--- config.mk ---
export PLATFORM = sky130hd
export DESIGN_NAME = fft_sched_top
export DESIGN_NICKNAME = d
export VERILOG_FILES = /design/src/fft_sched_pkg.sv /design/src/fft_host_port.sv /design/src/fft_addr_gen.sv /design/src/fft_sample_feed.sv /design/src/fft_sched_top.sv
export VERILOG_INCLUDE_DIRS = /design/src /design/src/src
export SDC_FILE = /design/constraint.sdc
export NUM_CORES = 1
export LEC_CHECK = 0
export BUFFER_PORTS_ARGS = -buffer_cell sky130_fd_sc_hd__buf_4
export CORE_AREA = 3 3 248 250
export CTS_CLUSTER_SIZE = 30
export DETAILED_ROUTE_END_ITERATION = 10
export DIE_AREA = 0 0 251 253
export SYNTH_ARGS = -nofsm -noshare
export SYNTH_HDL_FRONTEND = slang
export SYNTH_HIERARCHICAL = 1
export SYNTH_SLANG_ARGS = --single-unit
--- constraint.sdc ---
create_clock -name clk -period 2.7 [get_ports clk]
set_input_delay 0.54 -clock clk [delete_from_list [all_inputs] [get_ports clk]]
set_output_delay 0.54 -clock clk [all_outputs]
set_load 0.01 [all_outputs]
--- src/fft_sched_config.svh ---
// ~~~~~~~~~~~~~~~~~~~~~~~~~~~~~~~~~~~~~~~~~~~~~~~~
// FFT scheduler configuration
// Transform size, memory latency and local-bus map
// ~~~~~~~~~~~~~~~~~~~~~~~~~~~~~~~~~~~~~~~~~~~~~~~~
`ifndef FFT_SCHED_CONFIG_SVH
`define FFT_SCHED_CONFIG_SVH

`define FFT_NUM_SAMPLES   128
`define FFT_IDX_W         7
`define FFT_NUM_STAGES    7
`define FFT_SAMPLE_W      32
`define FFT_TWDL_W        10

// Read latency of PCM, window, twiddle and cache memories
`define FFT_MEM_RD_DEL    2

`define FFT_LB_ADDR_W     12
`define FFT_LB_DATA_W     32
`define FFT_LB_REGION_W   4     // Region code in the top bits
`define FFT_LB_OFFS_W     8

`define FFT_REG_CONTROL   8'd0
`define FFT_REG_STATUS    8'd1
`define FFT_BAD_READ      32'hdeadbabe

`endif

--- src/fft_sched_pkg.sv ---
// ~~~~~~~~~~~~~~~~~~~~~~~~~~~~~~~~~~~~~~~~~~~~~~~~
// FFT scheduler types
// Engine phase and local-bus region codes
// ~~~~~~~~~~~~~~~~~~~~~~~~~~~~~~~~~~~~~~~~~~~~~~~~
package fft_sched_pkg;

  // Engine phase
  typedef enum logic [1:0] {
    IDLE     = 2'd0,
    DECIMATE = 2'd1,   // Bit-reversed read and windowing
    FFT      = 2'd2,
    DONE     = 2'd3    // Single cycle, then back to IDLE
  } engine_state_e;

  // Top nibble of lb_addr
  typedef enum logic [3:0] {
    REGS  = 4'd0,
    CACHE = 4'd1,
    TWDL  = 4'd2,
    WIN   = 4'd3
  } lb_region_e;

endpackage

--- src/fft_host_port.sv ---
// ~~~~~~~~~~~~~~~~~~~~~~~~~~~~~~~~~~~~~~~~~~~~~~~~
// FFT host port
// Control and status registers, bus readback and
// host or engine addressing of the coefficient RAMs
// ~~~~~~~~~~~~~~~~~~~~~~~~~~~~~~~~~~~~~~~~~~~~~~~~
`include "fft_sched_config.svh"

module fft_host_port (
  input  logic                         clk,
  input  logic                         rst_n,
  input  logic                         lb_wr_en,
  input  logic                         lb_rd_en,
  input  logic [`FFT_LB_ADDR_W-1:0]    lb_addr,
  input  logic [`FFT_LB_DATA_W-1:0]    lb_wr_data,
  input  fft_sched_pkg::engine_state_e state,
  input  logic                         pcm_rdy,
  input  logic                         bffr_ovrflw,
  input  logic                         bffr_underflw,
  input  logic [`FFT_IDX_W-1:0]        eng_win_addr,
  input  logic [`FFT_IDX_W-1:0]        eng_twdl_addr,
  input  logic [`FFT_LB_DATA_W-1:0]    win_ram_rdata,
  input  logic [`FFT_LB_DATA_W-1:0]    twdl_ram_rdata,
  input  logic [`FFT_LB_DATA_W-1:0]    cache_hst_rdata,
  output logic                         lb_wr_valid,
  output logic                         lb_rd_valid,
  output logic [`FFT_LB_DATA_W-1:0]    lb_rd_data,
  output logic                         start,
  output logic [`FFT_IDX_W-1:0]        win_ram_addr,
  output logic                         win_ram_wren,
  output logic [`FFT_IDX_W-1:0]        twdl_ram_addr,
  output logic                         twdl_ram_wren,
  output logic                         cache_hst_wren,
  output logic [`FFT_IDX_W-1:0]        cache_hst_addr,
  output logic [`FFT_LB_DATA_W-1:0]    ram_wdata
);

  logic                         fft_en;
  logic                         cfg_mode;        // Host owns the RAM addresses
  logic                         ovrflw_seen;
  logic                         underflw_seen;
  logic                         busy;
  logic                         ctrl_sel;
  logic [`FFT_MEM_RD_DEL-1:0]   wr_pipe;
  logic [`FFT_MEM_RD_DEL-1:0]   rd_pipe;
  logic [`FFT_LB_ADDR_W-1:0]    addr_pipe [`FFT_MEM_RD_DEL];
  logic [`FFT_LB_ADDR_W-1:0]    rd_addr;
  fft_sched_pkg::lb_region_e    wr_region;
  fft_sched_pkg::lb_region_e    rd_region;

  assign wr_region = fft_sched_pkg::lb_region_e'(lb_addr[`FFT_LB_ADDR_W-1 -: `FFT_LB_REGION_W]);
  assign ctrl_sel  = (wr_region == fft_sched_pkg::REGS) &&
                     (lb_addr[`FFT_LB_OFFS_W-1:0] == `FFT_REG_CONTROL);

  always_ff @(posedge clk or negedge rst_n)
  begin
    if (!rst_n)
    begin
      fft_en        <= 1'b0;
      cfg_mode      <= 1'b0;
      ovrflw_seen   <= 1'b0;
      underflw_seen <= 1'b0;
      wr_pipe       <= '0;
      rd_pipe       <= '0;
    end
    else
    begin
      if (lb_wr_en && ctrl_sel)
      begin
        fft_en   <= lb_wr_data[0];
        cfg_mode <= lb_wr_data[1];
      end
      ovrflw_seen   <= ovrflw_seen | bffr_ovrflw;      // Sticky until reset
      underflw_seen <= underflw_seen | bffr_underflw;
      wr_pipe       <= {wr_pipe[`FFT_MEM_RD_DEL-2:0], lb_wr_en};
      rd_pipe       <= {rd_pipe[`FFT_MEM_RD_DEL-2:0], lb_rd_en};
    end
  end

  // Address follows the strobes so readback lines up with RAM data
  always_ff @(posedge clk)
  begin
    addr_pipe[0] <= lb_addr;
    for (int i = 1; i < `FFT_MEM_RD_DEL; i++)
    begin
      addr_pipe[i] <= addr_pipe[i-1];
    end
  end

  assign rd_addr     = addr_pipe[`FFT_MEM_RD_DEL-1];
  assign rd_region   = fft_sched_pkg::lb_region_e'(rd_addr[`FFT_LB_ADDR_W-1 -: `FFT_LB_REGION_W]);
  assign lb_wr_valid = wr_pipe[`FFT_MEM_RD_DEL-1];
  assign lb_rd_valid = rd_pipe[`FFT_MEM_RD_DEL-1];
  assign busy        = (state != fft_sched_pkg::IDLE);

  always_comb
  begin
    lb_rd_data = `FFT_BAD_READ;
    case (rd_region)
      fft_sched_pkg::REGS:
      begin
        case (rd_addr[`FFT_LB_OFFS_W-1:0])
          `FFT_REG_CONTROL: lb_rd_data = {{(`FFT_LB_DATA_W-2){1'b0}}, cfg_mode, fft_en};
          `FFT_REG_STATUS:  lb_rd_data = {{(`FFT_LB_DATA_W-3){1'b0}}, ovrflw_seen,
                                          underflw_seen, busy};
          default:          lb_rd_data = `FFT_BAD_READ;
        endcase
      end
      fft_sched_pkg::CACHE: lb_rd_data = cache_hst_rdata;
      fft_sched_pkg::TWDL:  lb_rd_data = twdl_ram_rdata;
      fft_sched_pkg::WIN:   lb_rd_data = win_ram_rdata;
      default:              lb_rd_data = `FFT_BAD_READ;
    endcase
  end

  // Level start, engine samples it while idle
  assign start = fft_en && pcm_rdy && !cfg_mode;

  assign win_ram_wren   = lb_wr_en && (wr_region == fft_sched_pkg::WIN);
  assign twdl_ram_wren  = lb_wr_en && (wr_region == fft_sched_pkg::TWDL);
  assign cache_hst_wren = lb_wr_en && (wr_region == fft_sched_pkg::CACHE);
  assign cache_hst_addr = lb_addr[`FFT_IDX_W-1:0];
  assign win_ram_addr   = cfg_mode ? lb_addr[`FFT_IDX_W-1:0] : eng_win_addr;
  assign twdl_ram_addr  = cfg_mode ? lb_addr[`FFT_IDX_W-1:0] : eng_twdl_addr;
  assign ram_wdata      = lb_wr_data;

  a_one_access: assert property (@(posedge clk) disable iff (!rst_n)
    !(lb_wr_en && lb_rd_en));

endmodule

--- src/fft_addr_gen.sv ---
// ~~~~~~~~~~~~~~~~~~~~~~~~~~~~~~~~~~~~~~~~~~~~~~~~
// FFT address generator
// Phase FSM, read and write counters, stage
// tracking and twiddle addressing
// ~~~~~~~~~~~~~~~~~~~~~~~~~~~~~~~~~~~~~~~~~~~~~~~~
`include "fft_sched_config.svh"

module fft_addr_gen (
  input  logic                         clk,
  input  logic                         rst_n,
  input  logic                         start,
  input  logic                         res_rdy,
  output fft_sched_pkg::engine_state_e state,
  output logic                         pcm_rden,
  output logic [`FFT_IDX_W-1:0]        pcm_addr,
  output logic                         win_ram_rden,
  output logic [`FFT_IDX_W-1:0]        eng_win_addr,
  output logic                         twdl_ram_rden,
  output logic [`FFT_IDX_W-1:0]        eng_twdl_addr,
  output logic                         cache_rd_en,
  output logic [`FFT_IDX_W-1:0]        cache_raddr,
  output logic [`FFT_IDX_W-1:0]        cache_waddr,
  output logic                         wr_advance,
  output logic                         fft_done
);

  localparam logic [`FFT_IDX_W-1:0] LAST_IDX = `FFT_IDX_W'(`FFT_NUM_SAMPLES - 1);

  fft_sched_pkg::engine_state_e next_state;
  logic [`FFT_IDX_W-1:0]        rcnt;
  logic [`FFT_IDX_W-1:0]        wcnt;
  logic [`FFT_NUM_STAGES-1:0]   stg_rd;        // One-hot, bit s means span 2^s
  logic [`FFT_NUM_STAGES-1:0]   stg_wr;
  logic [`FFT_IDX_W-1:0]        rd_wrap;       // j mod span
  logic                         in_dec;
  logic                         in_fft;
  logic                         dec_wait;      // Idle slot between decimation reads
  logic                         rd_done;
  logic                         rd_issue;
  logic                         rd_stage_end;
  logic                         phase_end_q;   // Cycle of the phase's last cache write
  logic                         decimate_over;

  // Count k to butterfly address: pair k/2, upper element when k is odd
  function automatic logic [`FFT_IDX_W-1:0] pair_addr(input logic [`FFT_IDX_W-1:0] k,
                                                      input logic [`FFT_NUM_STAGES-1:0] stg);
    logic [`FFT_IDX_W-1:0] lo_mask;
    logic [`FFT_IDX_W-1:0] p;
    lo_mask = stg - 1'b1;
    p       = k >> 1;
    return ((p & ~lo_mask) << 1) | (p & lo_mask) | (stg & {`FFT_IDX_W{k[0]}});
  endfunction

  assign in_dec        = (state == fft_sched_pkg::DECIMATE);
  assign in_fft        = (state == fft_sched_pkg::FFT);
  assign rd_issue      = ((in_dec && !dec_wait) || in_fft) && !rd_done;
  assign rd_stage_end  = rd_issue && (rcnt == LAST_IDX);
  assign decimate_over = in_dec && phase_end_q;
  assign wr_advance    = res_rdy && (in_dec || in_fft);
  assign fft_done      = (state == fft_sched_pkg::DONE);

  assign pcm_rden      = in_dec && rd_issue;
  assign win_ram_rden  = pcm_rden;
  assign pcm_addr      = {<<{rcnt}};
  assign eng_win_addr  = {<<{rcnt}};
  assign cache_rd_en   = in_fft && rd_issue;
  assign cache_raddr   = pair_addr(rcnt, stg_rd);
  assign twdl_ram_rden = cache_rd_en && !rcnt[0];   // With the j read
  assign rd_wrap       = (rcnt >> 1) & (stg_rd - 1'b1);

  // Scale by 64/span, which is stage bit s mirrored
  always_comb
  begin
    eng_twdl_addr = '0;
    for (int i = 0; i < `FFT_NUM_STAGES; i++)
    begin
      if (stg_rd[i])
        eng_twdl_addr = rd_wrap << (`FFT_NUM_STAGES - 1 - i);
    end
  end

  always_comb
  begin
    next_state = state;
    case (state)
      fft_sched_pkg::IDLE:     if (start) next_state = fft_sched_pkg::DECIMATE;
      fft_sched_pkg::DECIMATE: if (decimate_over) next_state = fft_sched_pkg::FFT;
      fft_sched_pkg::FFT:      if (phase_end_q) next_state = fft_sched_pkg::DONE;
      default:                 next_state = fft_sched_pkg::IDLE;
    endcase
  end

  always_ff @(posedge clk or negedge rst_n)
  begin
    if (!rst_n)
      state <= fft_sched_pkg::IDLE;
    else
      state <= next_state;
  end

  // Read side
  always_ff @(posedge clk or negedge rst_n)
  begin
    if (!rst_n)
    begin
      rcnt     <= '0;
      stg_rd   <= `FFT_NUM_STAGES'(1);
      dec_wait <= 1'b0;
      rd_done  <= 1'b0;
    end
    else if (state == fft_sched_pkg::IDLE)
    begin
      rcnt     <= '0;
      stg_rd   <= `FFT_NUM_STAGES'(1);
      dec_wait <= 1'b0;
      rd_done  <= 1'b0;
    end
    else
    begin
      dec_wait <= in_dec && !dec_wait;
      if (rd_issue)
        rcnt <= rcnt + 1'b1;
      if (in_fft && rd_stage_end)
        stg_rd <= {stg_rd[`FFT_NUM_STAGES-2:0], stg_rd[`FFT_NUM_STAGES-1]};
      if (decimate_over)
        rd_done <= 1'b0;   // Reads restart for stage 0
      else if (rd_stage_end && (in_dec || stg_rd[`FFT_NUM_STAGES-1]))
        rd_done <= 1'b1;
    end
  end

  // Write side, steps once per accepted result
  always_ff @(posedge clk or negedge rst_n)
  begin
    if (!rst_n)
    begin
      wcnt        <= '0;
      stg_wr      <= `FFT_NUM_STAGES'(1);
      cache_waddr <= '0;
      phase_end_q <= 1'b0;
    end
    else
    begin
      phase_end_q <= wr_advance && (wcnt == LAST_IDX) &&
                     (in_dec || stg_wr[`FFT_NUM_STAGES-1]);
      if (state == fft_sched_pkg::IDLE)
      begin
        wcnt   <= '0;
        stg_wr <= `FFT_NUM_STAGES'(1);
      end
      else if (wr_advance)
      begin
        wcnt        <= wcnt + 1'b1;
        cache_waddr <= in_fft ? pair_addr(wcnt, stg_wr) : wcnt;   // In order when decimating
        if (in_fft && (wcnt == LAST_IDX))
          stg_wr <= {stg_wr[`FFT_NUM_STAGES-2:0], stg_wr[`FFT_NUM_STAGES-1]};
      end
    end
  end

  a_waddr_on_advance: assert property (@(posedge clk) disable iff (!rst_n)
    $changed(cache_waddr) |-> $past(wr_advance));

  a_no_done_to_fft: assert property (@(posedge clk) disable iff (!rst_n)
    (state == fft_sched_pkg::DONE) |=> (state != fft_sched_pkg::FFT));

endmodule

--- src/fft_sample_feed.sv ---
// ~~~~~~~~~~~~~~~~~~~~~~~~~~~~~~~~~~~~~~~~~~~~~~~~
// FFT sample feed
// Butterfly operand loading and cache write-back
// ~~~~~~~~~~~~~~~~~~~~~~~~~~~~~~~~~~~~~~~~~~~~~~~~
`include "fft_sched_config.svh"

module fft_sample_feed (
  input  logic                         clk,
  input  logic                         rst_n,
  input  fft_sched_pkg::engine_state_e state,
  input  logic [`FFT_SAMPLE_W-1:0]     pcm_rdata,
  input  logic                         pcm_rd_valid,
  input  logic [`FFT_LB_DATA_W-1:0]    win_ram_rdata,
  input  logic                         win_ram_rd_valid,
  input  logic [`FFT_LB_DATA_W-1:0]    twdl_ram_rdata,
  input  logic                         twdl_ram_rd_valid,
  input  logic [`FFT_SAMPLE_W-1:0]     cache_rd_re,
  input  logic [`FFT_SAMPLE_W-1:0]     cache_rd_im,
  input  logic                         cache_rd_valid,
  input  logic [`FFT_SAMPLE_W-1:0]     res_re,
  input  logic [`FFT_SAMPLE_W-1:0]     res_im,
  input  logic                         wr_advance,
  output logic [`FFT_SAMPLE_W-1:0]     sample_a_re,
  output logic [`FFT_SAMPLE_W-1:0]     sample_a_im,
  output logic [`FFT_SAMPLE_W-1:0]     sample_b_re,
  output logic [`FFT_SAMPLE_W-1:0]     sample_b_im,
  output logic [`FFT_TWDL_W-1:0]       twdl_re,
  output logic [`FFT_TWDL_W-1:0]       twdl_im,
  output logic                         sample_rdy,
  output logic                         cache_wr_en,
  output logic [`FFT_SAMPLE_W-1:0]     cache_wr_re,
  output logic [`FFT_SAMPLE_W-1:0]     cache_wr_im
);

  logic rd_odd;   // Next cache word is the j+span half

  always_ff @(posedge clk or negedge rst_n)
  begin
    if (!rst_n)
    begin
      sample_rdy  <= 1'b0;
      rd_odd      <= 1'b0;
      cache_wr_en <= 1'b0;
    end
    else
    begin
      cache_wr_en <= wr_advance;
      case (state)
        fft_sched_pkg::DECIMATE:
        begin
          sample_rdy <= pcm_rd_valid && win_ram_rd_valid;
          rd_odd     <= 1'b0;
        end
        fft_sched_pkg::FFT:
        begin
          sample_rdy <= cache_rd_valid && rd_odd;   // Both halves in
          if (cache_rd_valid)
            rd_odd <= !rd_odd;
        end
        default:
        begin
          sample_rdy <= 1'b0;
          rd_odd     <= 1'b0;
        end
      endcase
    end
  end

  always_ff @(posedge clk)
  begin
    cache_wr_re <= res_re;
    cache_wr_im <= res_im;
    if (state == fft_sched_pkg::DECIMATE && pcm_rd_valid)
    begin
      sample_a_re <= '0;
      sample_a_im <= '0;
      sample_b_re <= pcm_rdata;
      sample_b_im <= '0;
      twdl_re     <= win_ram_rdata[`FFT_TWDL_W-1:0];   // Window coefficient
      twdl_im     <= '0;
    end
    if (state == fft_sched_pkg::FFT)
    begin
      if (cache_rd_valid)
      begin
        sample_a_re <= sample_b_re;
        sample_a_im <= sample_b_im;
        sample_b_re <= cache_rd_re;
        sample_b_im <= cache_rd_im;
      end
      if (twdl_ram_rd_valid)
      begin
        twdl_re <= twdl_ram_rdata[16 +: `FFT_TWDL_W];
        twdl_im <= twdl_ram_rdata[`FFT_TWDL_W-1:0];
      end
    end
  end

  a_no_rdy_idle: assert property (@(posedge clk) disable iff (!rst_n)
    sample_rdy |-> (state != fft_sched_pkg::IDLE));

endmodule

--- src/fft_sched_top.sv ---
// ~~~~~~~~~~~~~~~~~~~~~~~~~~~~~~~~~~~~~~~~~~~~~~~~
// FFT scheduler top
// Host port, address generator and sample feed
// ~~~~~~~~~~~~~~~~~~~~~~~~~~~~~~~~~~~~~~~~~~~~~~~~
`include "fft_sched_config.svh"

module fft_sched_top (
  input  logic                       clk,
  input  logic                       rst_n,
  // Local bus
  input  logic                       lb_wr_en,
  input  logic                       lb_rd_en,
  input  logic [`FFT_LB_ADDR_W-1:0]  lb_addr,
  input  logic [`FFT_LB_DATA_W-1:0]  lb_wr_data,
  output logic                       lb_wr_valid,
  output logic                       lb_rd_valid,
  output logic [`FFT_LB_DATA_W-1:0]  lb_rd_data,
  // PCM buffer
  input  logic                       pcm_rdy,
  output logic                       pcm_rden,
  output logic [`FFT_IDX_W-1:0]      pcm_addr,
  input  logic [`FFT_SAMPLE_W-1:0]   pcm_rdata,
  input  logic                       pcm_rd_valid,
  // Window and twiddle RAMs
  output logic [`FFT_IDX_W-1:0]      win_ram_addr,
  output logic                       win_ram_wren,
  output logic                       win_ram_rden,
  input  logic [`FFT_LB_DATA_W-1:0]  win_ram_rdata,
  input  logic                       win_ram_rd_valid,
  output logic [`FFT_IDX_W-1:0]      twdl_ram_addr,
  output logic                       twdl_ram_wren,
  output logic                       twdl_ram_rden,
  input  logic [`FFT_LB_DATA_W-1:0]  twdl_ram_rdata,
  input  logic                       twdl_ram_rd_valid,
  output logic [`FFT_LB_DATA_W-1:0]  ram_wdata,
  // Sample cache
  output logic                       cache_rd_en,
  output logic [`FFT_IDX_W-1:0]      cache_raddr,
  input  logic [`FFT_SAMPLE_W-1:0]   cache_rd_re,
  input  logic [`FFT_SAMPLE_W-1:0]   cache_rd_im,
  input  logic                       cache_rd_valid,
  output logic                       cache_wr_en,
  output logic [`FFT_IDX_W-1:0]      cache_waddr,
  output logic [`FFT_SAMPLE_W-1:0]   cache_wr_re,
  output logic [`FFT_SAMPLE_W-1:0]   cache_wr_im,
  output logic                       cache_hst_wren,
  output logic [`FFT_IDX_W-1:0]      cache_hst_addr,
  input  logic [`FFT_LB_DATA_W-1:0]  cache_hst_rdata,
  // Butterfly
  output logic [`FFT_SAMPLE_W-1:0]   sample_a_re,
  output logic [`FFT_SAMPLE_W-1:0]   sample_a_im,
  output logic [`FFT_SAMPLE_W-1:0]   sample_b_re,
  output logic [`FFT_SAMPLE_W-1:0]   sample_b_im,
  output logic [`FFT_TWDL_W-1:0]     twdl_re,
  output logic [`FFT_TWDL_W-1:0]     twdl_im,
  output logic                       sample_rdy,
  input  logic [`FFT_SAMPLE_W-1:0]   res_re,
  input  logic [`FFT_SAMPLE_W-1:0]   res_im,
  input  logic                       res_rdy,
  input  logic                       bffr_ovrflw,
  input  logic                       bffr_underflw,
  output logic                       fft_done
);

  fft_sched_pkg::engine_state_e state;
  logic                         start;
  logic [`FFT_IDX_W-1:0]        eng_win_addr;
  logic [`FFT_IDX_W-1:0]        eng_twdl_addr;
  logic                         wr_advance;   // Result accepted into the cache

  // Ports match the wire names one to one
  fft_host_port   u_host_port (.*);
  fft_addr_gen    u_addr_gen (.*);
  fft_sample_feed u_sample_feed (.*);

endmodule

==> metrics.yaml <==
crit_family: "simple AND/OR/NAND/NOR gates"
drive_gt1_share_pct: 47.74
coreArea_um2: 59240
grt_max_degree: 97
yosys.area.top_type: "dfxtp_1"
die_h_um: 253
synth-seq-cells: 287
fin_nets: 1957
violations: "setup timing"
wl_per_cell_um: 19.71
synth_warnings: 6
status: "complete, but fails checks"
cts_tree: "yes"
gp_congestion: 0.8674
cp_cell_sequence: "or4_1 -> a221oi_2 -> a31oi_1 -> o211a_1 -> inv_1 -> o21ai_0 -> buf_4"
leakagePower_nw: 8.393
io_pins: 642
drv_cap: 0
synthDistinctLibCells: 66
synth_commonest_cells: "dfxtp_1, a22o_1, nand2_1, nor2_1"
report.power.total_w: 0.01828
worstSkewPairLatency_ns: 0.52
numPortBuffers: 581
post-route-min-period_ns: 2.998
cp_data_arrival_time_ns: 2.46
rsz0062_at_grt: "yes"
timing.fmax_mhz: 333.6
slew_viol_final: 0
endpoint_kind: "output port"
syn_nets: 1424
finalSetupViolations: 6
first_global_vias: 10641
die_w_um: 251
cp_num_buf_inv: 2
crit_type: "flip-flop to output port"
overflow: 0
cts_buffers: 35
reg2reg_depth: 6
antenna_found_initial: 0
drt_wl_total_um: 47920
startpoint_type: "flip-flop"
initial_utilization_pct: 19.69
max_slew_margin_pct: 52.75
cp_max_fo: 15
netlist.area_leader.share_pct: 40.51
yosysMostFrequentCell: "dfxtp_1"
synthTopCellsByArea: "dfxtp_1, dfrtp_1, a22o_1"
syn_area_per_cell_um2: 10.58
min_period_over_period_pct: 111.0
ctsHoldBuffers: 0
clock_skew_ns: 0.01062
placed_area_um2: 16570
drt_iter0_drc: 686
syn_area_um2: 11660
clk_pin_slew_ns: 0.06
fp.dieArea_um2: 63500
cpMaxStageDelayCell: "or4_1"
cpPeakStageDelay_ns: 0.63
hold_slack_ns: 0.06198
async_reset_ff_share_pct: 17.77
holdCritPathClass: "input pin to async pin"
vias_per_cell: 4.467
peakVddDrop_mv: 0.4832
final_area_um2: 17970
dp_hpwl_um: 36160
final_hold_viol_count: 0
synth-edff-count: 0
clockBufferDepth: 3
vias: 10859
power_density_nw_per_um2: 1017
clock-sinks: 287
layout_setup_ws_ns: -0.2978
syn_inst: 1102
ys_seq_area_share_pct: 51.48
grt_usage_pct: 13.74
area_growth_pct: 54.05
setup_tns_ns: -1.273
critPathRequiredTime_ns: 2.16
max_slew.worst_pin.slew_ns: 0.7034
synthFlopType: "dfxtp_1"
row_count: 89
drcViolationCount: 0
grt_pass1_wl_um: 67280
h-tree-depth: 2
cts_root_buf: "clkbuf_16"
crit_cells: 7
drtAntennaViolNets: 0
drt_pass1_iterations: 5
power by group:
part / switching, W / total (W) / internal [W]
logic: 0.00346 / 0.00707 / 0.00361
clock network: 0.00181 / 0.00459 / 0.00278
registers: 0.00103 / 0.00662 / 0.00559
placed cells by master (no fill, tap or decap), types with 3 or more instances in the layout:
cell / Yosys / routed
clkbuf_1: 42 / 5
nor3_1: 4 / 4
nor2_1: 54 / 53
and3_1: 3 / 3
and2_1: 7 / 6
nor2b_1: 7 / 6
a22o_1: 108 / 108
o21ai_0: 26 / 20
o211ai_1: 23 / 23
clkinv_2: 0 / 6
clkbuf_8: 0 / 9
ha_1: 10 / 7
nand2_1: 55 / 53
a221oi_2: 0 / 3
buf_12: 0 / 4
nand3_1: 52 / 52
a31oi_1: 48 / 48
buf_4: 52 / 620
xnor2_1: 11 / 11
buf_6: 7 / 9
mux2_2: 14 / 13
inv_1: 34 / 32
dfxtp_1: 236 / 234
a21bo_2: 42 / 42
a22oi_1: 13 / 12
clkbuf_16: 0 / 36
o21ai_2: 0 / 4
a211oi_1: 5 / 5
mux2i_1: 37 / 36
nand4_1: 4 / 4
xor2_1: 7 / 7
nor4_4: 3 / 3
a21oi_1: 12 / 9
dfrtp_1: 49 / 48
and3b_1: 44 / 44
state kept, by name, summed over array words and instances (netlist names), 10 cells and up:
| name | cells |
|---|---|
| u_sample_feed/sample_a_im | 32 |
| u_host_port/addr_pipe | 24 |
| u_sample_feed/sample_a_re | 32 |
| u_sample_feed/cache_wr_re | 32 |
| u_sample_feed/sample_b_im | 32 |
| u_sample_feed/twdl_re | 10 |
| u_sample_feed/sample_b_re | 32 |
| u_sample_feed/twdl_im | 10 |
| u_sample_feed/cache_wr_im | 32 |
area by class of cell:
cell class | count | area [um2]
multi-input cells | 642 | 4881
repair buffers | 634 | 4851
clock buffers | 50 | 1044
diodes | 1 | 2.502
fillers | 6118 | 41280
inverters | 35 | 133.9
clock inverters | 9 | 77.57
flip-flops and latches | 287 | 6010
well taps | 773 | 967.2
worst paths after layout:
kind,from,to,slack (ns)
worst max-delay path,u_addr_gen/stg_rd[4],twdl_ram_addr[5],-0.30
worst min-delay path,rst_n,u_addr_gen/rcnt[1],0.06
max in group asynchronous,rst_n,u_addr_gen/state[0],2.14
min in group clk,res_im[25],u_sample_feed/cache_wr_im[25],0.12
worst max register to register,u_addr_gen/state[1],u_addr_gen/stg_wr[6],0.50
worst min register to register,u_host_port/addr_pipe[0][3],u_host_port/addr_pipe[0][15],0.32
kinds of logic (layout without fill, tap and decap cells):
kind of cell / count (synthesis) / in the layout / synth area share (%)
other: 0 / 1 / 0
and+or+nand+nor: 254 / 254 / 12.24
buffers and inverters: 173 / 728 / 8.078
adders and majority gates: 10 / 10 / 1.073
muxes: 53 / 53 / 4.721
xor gates and xnor gates: 18 / 18 / 1.352
DFF: 287 / 287 / 51.48
AOI/OAI and AO/OA: 307 / 307 / 21.06
per-stage QoR:
step | utilization [%] | cells | setup slack, ns
after floorplan | - | 1102 | 0.1590
after global placement | 27.97 | 2360 | -0.03403
after detailed placement | 27.97 | 2360 | -0.02133
after CTS | 30.02 | 2422 | -0.3350
after global routing | 30.32 | 2430 | -0.4232
final | 30.33 | 2431 | -0.2978
worst register-to-register path: cells and delay by family, from the launching register on:
kind | cells | cell delay, ns
AND/OR/NAND/NOR | 3 | 0.93
multiplexers | 1 | 0.25
flip-flops | 1 | 0.46
buffers and inverters | 1 | 0.11
adder cells (fa/ha/maj) | 1 | 0.35
per-layer routing:
metal / GRT usage [%] / vias up / wire length [um]
met5: 0 / - / 0
met4: 4.194 / 0 / 1154
met3: 3.431 / 56 / 3334
met2: 22.44 / 478 / 22590
met1: 17.92 / 5315 / 20840
li1: - / 5010 / -
what timing repair did:
item,in CTS,in global routing
setup endpoints to repair,21,33
gates cloned,2,2
resized for setup,22,37
pin swaps,5,7
buffers inserted,1,7
No activity file was read; power rests on OpenSTA's default activity.
